<file path="src/common/flu_pkg.sv">
// Shared widths, operator encoding and payload types of the fixed-latency execute units
`default_nettype none

package flu_pkg;

    // --------------------------------------
    // Widths
    // --------------------------------------
    // Data and address width
    localparam int unsigned XLEN          = 32;
    // Scoreboard entry ID
    localparam int unsigned TRANS_ID_BITS = 3;
    localparam int unsigned CSR_ADDR_BITS = 12;
    // All instructions are uncompressed
    localparam int unsigned INSTR_BYTES   = 4;

    // Exception causes
    localparam logic [3:0] INSTR_ADDR_MISALIGNED = 4'd0;

    // --------------------------------------
    // Operators
    // --------------------------------------
    typedef enum logic [4:0] {
        // ALU
        ADD     = 5'h00,
        SUB     = 5'h01,
        AND     = 5'h02,
        OR      = 5'h03,
        XOR     = 5'h04,
        SLL     = 5'h05,
        SRL     = 5'h06,
        SRA     = 5'h07,
        SLT     = 5'h08,
        SLTU    = 5'h09,
        // Branch compares
        EQ      = 5'h0a,
        NE      = 5'h0b,
        LTS     = 5'h0c,
        GES     = 5'h0d,
        LTU     = 5'h0e,
        GEU     = 5'h0f,
        // Jumps
        JAL     = 5'h10,
        JALR    = 5'h11,
        // Multiplier
        MUL     = 5'h12,
        MULH    = 5'h13,
        MULHU   = 5'h14,
        // CSR buffer
        CSR_ACC = 5'h15
    } fu_op_e;

    // --------------------------------------
    // Payloads
    // --------------------------------------
    // Issue payload shared by all units
    typedef struct packed {
        fu_op_e                   operator;
        logic [XLEN-1:0]          operand_a;
        logic [XLEN-1:0]          operand_b;
        logic [XLEN-1:0]          imm;
        logic [TRANS_ID_BITS-1:0] trans_id;
    } fu_data_t;

    // Prediction made at fetch
    typedef struct packed {
        logic            taken;
        logic [XLEN-1:0] target;
    } branch_predict_t;

    // Resolution sent back to the frontend
    typedef struct packed {
        logic            valid;
        logic [XLEN-1:0] pc;
        logic [XLEN-1:0] target_address;
        logic            is_taken;
        logic            is_mispredict;
    } bp_resolve_t;

    typedef struct packed {
        logic            valid;
        logic [3:0]      cause;
        logic [XLEN-1:0] tval;
    } exception_t;

endpackage

`default_nettype wire
</file>
<file path="src/rtl/ex_flu.sv">
// Fixed-latency execute stage with ALU, branch unit, CSR buffer and multiplier on one port
`timescale 1ns/100ps
`default_nettype none

module ex_flu (
    input  logic                                clk_i,
    input  logic                                rst_ni,
    input  logic                                flush_i,
    // Issue port
    input  flu_pkg::fu_data_t                   fu_data_i,
    input  logic [flu_pkg::XLEN-1:0]            pc_i,
    input  logic                                alu_valid_i,
    input  logic                                branch_valid_i,
    input  flu_pkg::branch_predict_t            branch_predict_i,
    input  logic                                csr_valid_i,
    input  logic                                csr_commit_i,
    input  logic                                mult_valid_i,
    // Write-back port
    output logic [flu_pkg::XLEN-1:0]            flu_result_o,
    output logic [flu_pkg::TRANS_ID_BITS-1:0]   flu_trans_id_o,
    output logic                                flu_valid_o,
    output logic                                flu_ready_o,
    output flu_pkg::exception_t                 flu_exception_o,
    // Branch resolution
    output flu_pkg::bp_resolve_t                resolved_branch_o,
    output logic                                resolve_branch_o,
    // Buffered CSR address
    output logic [flu_pkg::CSR_ADDR_BITS-1:0]   csr_addr_o
);

    // ALU and branch results
    logic [flu_pkg::XLEN-1:0]          alu_result;
    logic [flu_pkg::XLEN-1:0]          branch_result;
    flu_pkg::exception_t               branch_exception;
    // Multiplier output stage
    logic                              mult_valid;
    logic [flu_pkg::XLEN-1:0]          mult_result;
    logic [flu_pkg::TRANS_ID_BITS-1:0] mult_trans_id;

    // --------------------------------------
    // Single-cycle units
    // --------------------------------------
    alu_branch i_alu_branch (
        .fu_data_i          ( fu_data_i         ),
        .alu_valid_i        ( alu_valid_i       ),
        .branch_valid_i     ( branch_valid_i    ),
        .pc_i               ( pc_i              ),
        .branch_predict_i   ( branch_predict_i  ),
        .alu_result_o       ( alu_result        ),
        .branch_result_o    ( branch_result     ),
        .resolved_branch_o  ( resolved_branch_o ),
        .resolve_branch_o   ( resolve_branch_o  ),
        .branch_exception_o ( branch_exception  )
    );

    // One cycle of latency
    mult_pipe i_mult_pipe (
        .clk_i           ( clk_i         ),
        .rst_ni          ( rst_ni        ),
        .flush_i         ( flush_i       ),
        .mult_valid_i    ( mult_valid_i  ),
        .fu_data_i       ( fu_data_i     ),
        .mult_valid_o    ( mult_valid    ),
        .mult_result_o   ( mult_result   ),
        .mult_trans_id_o ( mult_trans_id )
    );

    // --------------------------------------
    // Write-back and CSR buffer
    // --------------------------------------
    flu_writeback i_flu_writeback (
        .clk_i              ( clk_i            ),
        .rst_ni             ( rst_ni           ),
        .flush_i            ( flush_i          ),
        .fu_data_i          ( fu_data_i        ),
        .alu_valid_i        ( alu_valid_i      ),
        .branch_valid_i     ( branch_valid_i   ),
        .csr_valid_i        ( csr_valid_i      ),
        .csr_commit_i       ( csr_commit_i     ),
        .alu_result_i       ( alu_result       ),
        .branch_result_i    ( branch_result    ),
        .branch_exception_i ( branch_exception ),
        .mult_valid_i       ( mult_valid       ),
        .mult_result_i      ( mult_result      ),
        .mult_trans_id_i    ( mult_trans_id    ),
        .flu_result_o       ( flu_result_o     ),
        .flu_trans_id_o     ( flu_trans_id_o   ),
        .flu_valid_o        ( flu_valid_o      ),
        .flu_ready_o        ( flu_ready_o      ),
        .flu_exception_o    ( flu_exception_o  ),
        .csr_addr_o         ( csr_addr_o       )
    );

endmodule

`default_nettype wire

</file>
<file path="src/rtl/flu_writeback.sv">
// CSR address buffer and prioritized result merge onto the shared write-back port
`timescale 1ns/100ps
`default_nettype none

module flu_writeback (
    input  logic                                clk_i,
    input  logic                                rst_ni,
    input  logic                                flush_i,
    input  flu_pkg::fu_data_t                   fu_data_i,
    input  logic                                alu_valid_i,
    input  logic                                branch_valid_i,
    input  logic                                csr_valid_i,
    input  logic                                csr_commit_i,
    // Single-cycle results
    input  logic [flu_pkg::XLEN-1:0]            alu_result_i,
    input  logic [flu_pkg::XLEN-1:0]            branch_result_i,
    input  flu_pkg::exception_t                 branch_exception_i,
    // Multiplier stage
    input  logic                                mult_valid_i,
    input  logic [flu_pkg::XLEN-1:0]            mult_result_i,
    input  logic [flu_pkg::TRANS_ID_BITS-1:0]   mult_trans_id_i,
    // Write-back port
    output logic [flu_pkg::XLEN-1:0]            flu_result_o,
    output logic [flu_pkg::TRANS_ID_BITS-1:0]   flu_trans_id_o,
    output logic                                flu_valid_o,
    output logic                                flu_ready_o,
    output flu_pkg::exception_t                 flu_exception_o,
    output logic [flu_pkg::CSR_ADDR_BITS-1:0]   csr_addr_o
);

    logic                              csr_full_q;
    logic [flu_pkg::CSR_ADDR_BITS-1:0] csr_addr_q;

    // --------------------------------------
    // CSR buffer
    // --------------------------------------
    // One entry, value is re-read at commit
    always_ff @(posedge clk_i or negedge rst_ni) begin
        if (!rst_ni) begin
            csr_full_q <= 1'b0;
        end else if (flush_i) begin
            csr_full_q <= 1'b0;
        end else if (csr_valid_i) begin
            csr_full_q <= 1'b1;
        end else if (csr_commit_i) begin
            // Freed by the commit pulse
            csr_full_q <= 1'b0;
        end
    end

    // Address sits in operand_b
    always_ff @(posedge clk_i) begin
        if (csr_valid_i) begin
            csr_addr_q <= fu_data_i.operand_b[flu_pkg::CSR_ADDR_BITS-1:0];
        end
    end

    assign csr_addr_o  = csr_addr_q;
    // Full buffer stalls the whole port
    assign flu_ready_o = ~csr_full_q;

    // --------------------------------------
    // Result merge
    // --------------------------------------
    assign flu_valid_o = alu_valid_i | branch_valid_i | csr_valid_i | mult_valid_i;

    always_comb begin
        // Link value by default
        flu_result_o   = branch_result_i;
        flu_trans_id_o = fu_data_i.trans_id;
        if (alu_valid_i) begin
            flu_result_o = alu_result_i;
        end else if (csr_valid_i) begin
            // CSR writes back operand_a
            flu_result_o = fu_data_i.operand_a;
        end else if (mult_valid_i) begin
            // Late result keeps its own ID
            flu_result_o   = mult_result_i;
            flu_trans_id_o = mult_trans_id_i;
        end
    end

    // Only branches raise exceptions here
    assign flu_exception_o = branch_exception_i;

    a_csr_when_ready: assert property (
        @(posedge clk_i) disable iff (!rst_ni) csr_valid_i |-> !csr_full_q
    ) else $error("CSR issued while the buffer is full");

    a_mult_slot_free: assert property (
        @(posedge clk_i) disable iff (!rst_ni)
        mult_valid_i |-> !(alu_valid_i || branch_valid_i || csr_valid_i)
    ) else $error("Issue collided with a multiplier result");

endmodule

`default_nettype wire

</file>
<file path="src/mult/mult_pipe.sv">
// Single-stage pipelined 32-bit multiplier with transaction ID and flush
`timescale 1ns/100ps
`default_nettype none

module mult_pipe (
    input  logic                              clk_i,
    input  logic                              rst_ni,
    input  logic                              flush_i,
    input  logic                              mult_valid_i,
    input  flu_pkg::fu_data_t                 fu_data_i,
    output logic                              mult_valid_o,
    output logic [flu_pkg::XLEN-1:0]          mult_result_o,
    output logic [flu_pkg::TRANS_ID_BITS-1:0] mult_trans_id_o
);

    flu_pkg::fu_data_t                 mult_data;
    // Operands widened to the full product width
    logic [2*flu_pkg::XLEN-1:0]        op_a_s;
    logic [2*flu_pkg::XLEN-1:0]        op_b_s;
    logic [2*flu_pkg::XLEN-1:0]        op_a_u;
    logic [2*flu_pkg::XLEN-1:0]        op_b_u;
    logic [2*flu_pkg::XLEN-1:0]        prod_s;
    logic [2*flu_pkg::XLEN-1:0]        prod_u;
    logic [flu_pkg::XLEN-1:0]          result_d;
    // Output stage
    logic                              valid_q;
    logic [flu_pkg::XLEN-1:0]          result_q;
    logic [flu_pkg::TRANS_ID_BITS-1:0] trans_id_q;

    // Input silencing
    assign mult_data = mult_valid_i ? fu_data_i : '0;

    assign op_a_s = {{flu_pkg::XLEN{mult_data.operand_a[flu_pkg::XLEN-1]}}, mult_data.operand_a};
    assign op_b_s = {{flu_pkg::XLEN{mult_data.operand_b[flu_pkg::XLEN-1]}}, mult_data.operand_b};
    assign op_a_u = {{flu_pkg::XLEN{1'b0}}, mult_data.operand_a};
    assign op_b_u = {{flu_pkg::XLEN{1'b0}}, mult_data.operand_b};

    // low half of a sign-extended product is the signed product
    assign prod_s = op_a_s * op_b_s;
    assign prod_u = op_a_u * op_b_u;

    always_comb begin
        case (mult_data.operator)
            flu_pkg::MUL:   result_d = prod_u[flu_pkg::XLEN-1:0];
            flu_pkg::MULH:  result_d = prod_s[2*flu_pkg::XLEN-1:flu_pkg::XLEN];
            flu_pkg::MULHU: result_d = prod_u[2*flu_pkg::XLEN-1:flu_pkg::XLEN];
            default:        result_d = '0;
        endcase
    end

    // --------------------------------------
    // Pipeline stage
    // --------------------------------------
    always_ff @(posedge clk_i or negedge rst_ni) begin
        if (!rst_ni) begin
            valid_q <= 1'b0;
        end else begin
            // Drop an op issued in the flush cycle
            valid_q <= mult_valid_i & ~flush_i;
        end
    end

    always_ff @(posedge clk_i) begin
        result_q   <= result_d;
        trans_id_q <= mult_data.trans_id;
    end

    // Also squash the op issued one cycle before the flush
    assign mult_valid_o    = valid_q & ~flush_i;
    assign mult_result_o   = result_q;
    assign mult_trans_id_o = trans_id_q;

    a_flush_kills_result: assert property (
        @(posedge clk_i) disable iff (!rst_ni) flush_i |=> !mult_valid_o
    ) else $error("Multiplier result after flush");

endmodule

`default_nettype wire

</file>
<file path="src/alu/alu_branch.sv">
// Combinational integer ALU and branch resolution with misalignment check
`timescale 1ns/100ps
`default_nettype none

module alu_branch (
    input  flu_pkg::fu_data_t        fu_data_i,
    input  logic                     alu_valid_i,
    input  logic                     branch_valid_i,
    input  logic [flu_pkg::XLEN-1:0] pc_i,
    input  flu_pkg::branch_predict_t branch_predict_i,
    output logic [flu_pkg::XLEN-1:0] alu_result_o,
    output logic [flu_pkg::XLEN-1:0] branch_result_o,
    output flu_pkg::bp_resolve_t     resolved_branch_o,
    output logic                     resolve_branch_o,
    output flu_pkg::exception_t      branch_exception_o
);

    // Silenced issue payload
    flu_pkg::fu_data_t        alu_data;
    logic [flu_pkg::XLEN-1:0] op_a;
    logic [flu_pkg::XLEN-1:0] op_b;
    logic [4:0]               shamt;
    // Shared compare terms
    logic                     is_eq;
    logic                     is_lts;
    logic                     is_ltu;
    logic                     cmp_true;
    // Branch datapath
    logic                     is_jalr;
    logic [flu_pkg::XLEN-1:0] jump_base;
    logic [flu_pkg::XLEN-1:0] target_sum;
    logic [flu_pkg::XLEN-1:0] jump_target;
    logic [flu_pkg::XLEN-1:0] next_pc;
    logic                     mispredict;

    // Keep the datapath quiet while no ALU or branch op is issued
    assign alu_data = (alu_valid_i | branch_valid_i) ? fu_data_i : '0;
    assign op_a     = alu_data.operand_a;
    assign op_b     = alu_data.operand_b;
    assign shamt    = op_b[4:0];

    assign is_eq  = (op_a == op_b);
    assign is_lts = ($signed(op_a) < $signed(op_b));
    assign is_ltu = (op_a < op_b);

    // --------------------------------------
    // ALU
    // --------------------------------------
    always_comb begin
        alu_result_o = '0;
        case (alu_data.operator)
            flu_pkg::ADD:  alu_result_o = op_a + op_b;
            flu_pkg::SUB:  alu_result_o = op_a - op_b;
            flu_pkg::AND:  alu_result_o = op_a & op_b;
            flu_pkg::OR:   alu_result_o = op_a | op_b;
            flu_pkg::XOR:  alu_result_o = op_a ^ op_b;
            flu_pkg::SLL:  alu_result_o = op_a << shamt;
            flu_pkg::SRL:  alu_result_o = op_a >> shamt;
            flu_pkg::SRA:  alu_result_o = $unsigned($signed(op_a) >>> shamt);
            // Set-less-than gives a single bit
            flu_pkg::SLT:  alu_result_o = {{(flu_pkg::XLEN-1){1'b0}}, is_lts};
            flu_pkg::SLTU: alu_result_o = {{(flu_pkg::XLEN-1){1'b0}}, is_ltu};
            default:       alu_result_o = '0;
        endcase
    end

    // --------------------------------------
    // Branch compare
    // --------------------------------------
    always_comb begin
        cmp_true = 1'b0;
        case (alu_data.operator)
            flu_pkg::EQ:   cmp_true = is_eq;
            flu_pkg::NE:   cmp_true = ~is_eq;
            flu_pkg::LTS:  cmp_true = is_lts;
            flu_pkg::GES:  cmp_true = ~is_lts;
            flu_pkg::LTU:  cmp_true = is_ltu;
            flu_pkg::GEU:  cmp_true = ~is_ltu;
            // Jumps are always taken
            flu_pkg::JAL:  cmp_true = 1'b1;
            flu_pkg::JALR: cmp_true = 1'b1;
            default:       cmp_true = 1'b0;
        endcase
    end

    // Target from pc, or from rs1 for JALR
    assign is_jalr     = (alu_data.operator == flu_pkg::JALR);
    assign jump_base   = is_jalr ? op_a : pc_i;
    assign target_sum  = jump_base + alu_data.imm;
    // JALR clears bit 0
    assign jump_target = {target_sum[flu_pkg::XLEN-1:1], target_sum[0] & ~is_jalr};

    // Link and fall-through address
    assign next_pc         = pc_i + flu_pkg::INSTR_BYTES;
    assign branch_result_o = next_pc;

    // Wrong direction, or taken to the wrong place
    assign mispredict = (cmp_true != branch_predict_i.taken) ||
                        (cmp_true && (jump_target != branch_predict_i.target));

    // --------------------------------------
    // Resolution to the frontend
    // --------------------------------------
    assign resolve_branch_o                 = branch_valid_i;
    assign resolved_branch_o.valid          = branch_valid_i;
    assign resolved_branch_o.pc             = pc_i;
    assign resolved_branch_o.target_address = cmp_true ? jump_target : next_pc;
    assign resolved_branch_o.is_taken       = branch_valid_i & cmp_true;
    assign resolved_branch_o.is_mispredict  = branch_valid_i & mispredict;

    // Taken target must be word aligned
    assign branch_exception_o.valid = branch_valid_i & cmp_true & jump_target[1];
    assign branch_exception_o.cause = flu_pkg::INSTR_ADDR_MISALIGNED;
    assign branch_exception_o.tval  = jump_target;

    // Issue sends at most one op to this datapath per cycle
    always_comb begin
        assert (!(alu_valid_i && branch_valid_i))
            else $error("ALU and branch issued in the same cycle");
    end

endmodule

`default_nettype wire

</file>
<file path="config.mk">
export PLATFORM = sky130hd
export DESIGN_NAME = ex_flu
export DESIGN_NICKNAME = d
export VERILOG_FILES = /design/src/common/flu_pkg.sv /design/src/rtl/ex_flu.sv /design/src/rtl/flu_writeback.sv /design/src/mult/mult_pipe.sv /design/src/alu/alu_branch.sv
export SDC_FILE = /design/constraint.sdc
export NUM_CORES = 2
export LEC_CHECK = 0
export ABC_AREA = 1
export BUFFER_PORTS_ARGS = -buffer_cell sky130_fd_sc_hd__buf_2
export CORE_UTILIZATION = 63
export CTS_CLUSTER_DIAMETER = 40
export CTS_CLUSTER_SIZE = 25
export DETAILED_ROUTE_END_ITERATION = 7
export GPL_TIMING_DRIVEN = 0
export HOLD_SLACK_MARGIN = 0.06
export MAX_ROUTING_LAYER = met4
export PLACE_DENSITY = 0.81
export SLEW_MARGIN = 10
export SYNTH_ARGS = -nofsm -noshare
export SYNTH_HDL_FRONTEND = slang
export SYNTH_HIERARCHICAL = 1
export SYNTH_SLANG_ARGS = --single-unit
</file>
<file path="constraint.sdc">
create_clock -name clk_i -period 11.1 [get_ports clk_i]
set_input_delay 1.665 -clock clk_i [delete_from_list [all_inputs] [get_ports clk_i]]
set_output_delay 1.665 -clock clk_i [all_outputs]
set_load 0.1 [all_outputs]
</file>
==> impl_metrics.ini, run 1 <==
[logic_synthesis]
ys.flop_type = dfxtp_1
synth_warnings = 6
netlist_area_um2 = 72600
synth.avg_cell_area_um2 = 6.98
synth_top_cell_by_area = fa_1
synthTopCellsByArea = fa_1 (41%), inv_1 (14%), nand2_1 (13%), ha_1 (8.8%), nor2_1 (5.7%)
synth_edf_count = 12
synth_commonest_cells = inv_1 (2658), nand2_1 (2448), fa_1 (1474)
synth_top_cell_area_share_pct = 40.7
syn_inst = 10400
yosysMostFrequentCell = inv_1
synthDistinctLibCells = 72
async_flop_share_pct = 4.08
ys_seq_area_share_pct = 1.53
ys_ff_latch = 49

[clocking]
htreeDepth = 2
cts_root_buf = clkbuf_16
cts_max_path_buffers = 2
hold_buffers = 0
numCtsBuffers = 5
cts_sinks = 49

[global_routing]
grt_usage_pct = 66.3
grt_max_degree = 19
grt.overflow.total = 2
grt_pass1_wl_um = 535000
first_global_vias = 78700

[placed_design]
place_congestion = 1.27
port_buffers = 326
dp_hpwl_um = 304000
place_inst = 12200

[die]
rows = 124
die_width_um = 341
fp.dieH_um = 341
initial_core_util_pct = 63.6
ios = 331

[status]
status = aborted with a tool error
error = [ERROR GRT-0116] Global routing finished with congestion. Check the congestion regions in the DRC Viewer.
stop_stage = global routing (5_1_grt)
-- routing by layer --
metal | overflow | GRT usage [%]
met1 | 0 | 67.2
met2 | 2 | 85.6
met3 | 0 | 42.2
met4 | 0 | 62.3
met5 | - | -
-- what timing repair did --
action                                  4_1_cts
pin swaps                                     0
gates resized for setup                       8
endpoints found under the setup margin       15
endpoints found under the hold margin         0
setup buffers                                 0
-- metrics by stage --
step | setup slack [ns] | cell area, um^2 | utilization [%]
4_1_cts | 0.0173 | 76300 | 66.8
3_5_place_dp | -0.936 | 76100 | 66.7
3_3_place_gp | -0.894 | 76100 | 66.6
2_1_floorplan | 2.19 | 72600 | -
-- cell families after synthesis --
group | share of synthesized area, %
flip-flops | 1.53
multiplexers | 0.138
AND/OR/NAND/NOR | 24.6
adder cells (fa/ha/maj) | 49.5
XOR/XNOR | 0.660
other | 0.00517
buffers and inverters | 16.6
AO/OA/AOI/OAI | 6.90
==> run 2, diff against run 1 <==
--- a/config.mk
+++ b/config.mk
@@ -7,14 +7,10 @@
 export LEC_CHECK = 0
 export ABC_AREA = 1
 export BUFFER_PORTS_ARGS = -buffer_cell sky130_fd_sc_hd__buf_2
-export CORE_UTILIZATION = 63
-export CTS_CLUSTER_DIAMETER = 40
-export CTS_CLUSTER_SIZE = 25
+export CORE_UTILIZATION = 40
 export DETAILED_ROUTE_END_ITERATION = 7
 export GPL_TIMING_DRIVEN = 0
-export HOLD_SLACK_MARGIN = 0.06
-export MAX_ROUTING_LAYER = met4
-export PLACE_DENSITY = 0.81
+export PLACE_DENSITY_LB_ADDON = 0.15
 export SLEW_MARGIN = 10
 export SYNTH_ARGS = -nofsm -noshare
 export SYNTH_HDL_FRONTEND = slang
==> impl_metrics.ini, run 2 <==
[placed_design]
dp_hpwl_um = 370000
place_congestion = 1.09
port_buffers = 326

[timing]
rsz0062_at_grt = no
worst_pin_slew_ns = 1.45
skew_ns = 0
period_share_pct = 101
relSlewSlack_pct = 3.20
finalMaxSlewViolations = 0
finalHoldViolCount = 0
setup-violations-final = 11
worst_slack_ns = -0.113
timing.fmax_ghz = 0.0892
fin_setup_tns_ns = -0.540
fin_crit_ns = 11.21

[clocking]
numCtsBuffers = 5
cts_root_buf = clkbuf_16
cts_sinks = 49
cts_tree = yes
clk_pin_slew_worst_paths_ns = 0.08
hold_buffers = 0
clk_latency_ns = 0.33
htreeDepth = 2
cts_max_path_buffers = 2

[flow_run]
maxCapViolCount = 0

[logic_synthesis]
synthDistinctLibCells = 72
syn_inst = 10400
synth_warnings = 6
synth_top_cell_area_share_pct = 40.7
synth_edf_count = 12
synth.avg_cell_area_um2 = 6.98
ys_ff_latch = 49
netlist_area_um2 = 72600
ys_seq_area_share_pct = 1.53
synth_commonest_cells = inv_1 (2658), nand2_1 (2448), fa_1 (1474)
synth_top_cell_by_area = fa_1
ys.flop_type = dfxtp_1
yosysMostFrequentCell = inv_1
async_flop_share_pct = 4.08
synthTopCellsByArea = fa_1 (41%), inv_1 (14%), nand2_1 (13%), ha_1 (8.8%), nor2_1 (5.7%)

[route]
vias = 74500
wirelength_um = 429000
avgRoutedWirePerCell_um = 32.6
drt_iter0_markers = 9024
first_pass_iters = 8
route.detailed.drc = 3
vias_per_cell = 5.67
drtAntennaViolNets = 0

[worst_setup_path]
crit_top_cell = fa_1
path_class = in -> reg
critPathMaxStageDelay_ns = 1.03
crit_slowest_cell = clkbuf_1
worstPathRequired_ns = 11.24
cp.arrival_ns = 11.35
r2r_start = i_flu_writeback/csr_full_q
start_kind = input pin
critPathLaunch = fu_data_i[61]
r2r_slack_ns = 10.40
end_kind = flip-flop
crit_fanout = 9

[min_path]
hold_start = i_flu_writeback/csr_full_q
hold_path.class = reg -> reg

[global_routing]
grt_antenna_before_repair = 66
grt_pass1_wl_um = 580000
grt.overflow.total = 0
grt_max_degree = 28
grt_usage_pct = 46.2
first_global_vias = 73400

[final_layout]
layout_common_cells = inv_1 (2639), nand2_1 (2432), fa_1 (1468)
drive_above_1_share_pct = 7.12
final_common_cell = inv_1
syn_to_final_growth_pct = 7.20
layout.nets = 12900
largest_reg_flops = 32

[die]
die_width_um = 428
rows = 155
die_area_um2 = 183000
core_area_um2 = 179000
fp.dieH_um = 428
initial_core_util_pct = 40.5
ios = 331

[status]
violations = design-rule violations, negative setup slack
status = complete, but fails checks
[run 2: stage by stage]
stage / cells / instance area, um^2 / hold WS, ns / setup WS [ns] / util (%)
floorplan: 10400 / 72600 / 1.01 / 2.19 / -
global placement: 13100 / 77200 / 0.606 / -1.80 / 43.0
detailed placement: 13100 / 77200 / 0.618 / -1.63 / 43.0
CTS: 13100 / 77500 / 0.631 / 0.00959 / 43.2
global route: 13100 / 77700 / 0.704 / 0.00872 / 43.3
finish: 13100 / 77800 / 0.625 / -0.113 / 43.4
[run 2: final timing paths]
path,depth (start not counted),endpoint
worst min-delay path,4,i_flu_writeback/csr_full_q
worst max-delay path,26,i_mult_pipe/mult_result_o[24]
worst max register to register,4,i_flu_writeback/csr_full_q
min in group asynchronous,1,i_mult_pipe/valid_q
worst min register to register,4,i_flu_writeback/csr_full_q
max in group asynchronous,1,i_flu_writeback/csr_full_q
[run 2: cells by family after synthesis]
family | after synthesis | share of synthesized area, %
AND/OR/NAND/NOR | 4326 | 24.6
buffers and inverters | 3066 | 16.6
adder cells (fa/ha/maj) | 1987 | 49.5
AO/OA/AOI/OAI | 912 | 6.90
XOR/XNOR | 53 | 0.660
flip-flops | 49 | 1.53
multiplexers | 10 | 0.138
other | 1 | 0.00517
[run 2: final cells by class]
class	count	area [um^2]
Sequential cell	49	1110
Clock buffer	5	125
Buffer	346	1900
Multi-Input combinational cell	7292	59500
Tap cell	2355	2950
Fill cell	19500	102000
Clock inverter	3	28.8
Inverter	2708	10200
Antenna cell	34	85.1
Timing Repair Buffer	349	1860
[run 2: metal layers]
metal | global-route usage (%) | share of wire [%]
met5 | 0.0260 | 0.053
met4 | 43.9 | 12
met3 | 13.4 | 11
met2 | 68.1 | 42
met1 | 53.5 | 35
[run 2: critical path: cells and delay by family]
| kind | cells | cell delay [ns] |
|---|---|---|
| adders and majority gates | 9 | 4.68 |
| buffers and inverters | 6 | 2.33 |
| and+or+nand+nor | 11 | 2.66 |
[run 2: repair_timing]
| item | CTS | global route |
|---|---|---|
| pin swaps | 2 | 1 |
| endpoints found under the hold margin | 0 | 0 |
| setup endpoints to repair | 29 | 19 |
| setup buffers | 6 | 15 |
| gates resized for setup | 37 | 49 |
Power of run 2 is left out: the tool's default activity adds up to more than one toggle a clock period on the data nets, which glitch-free logic cannot reach.
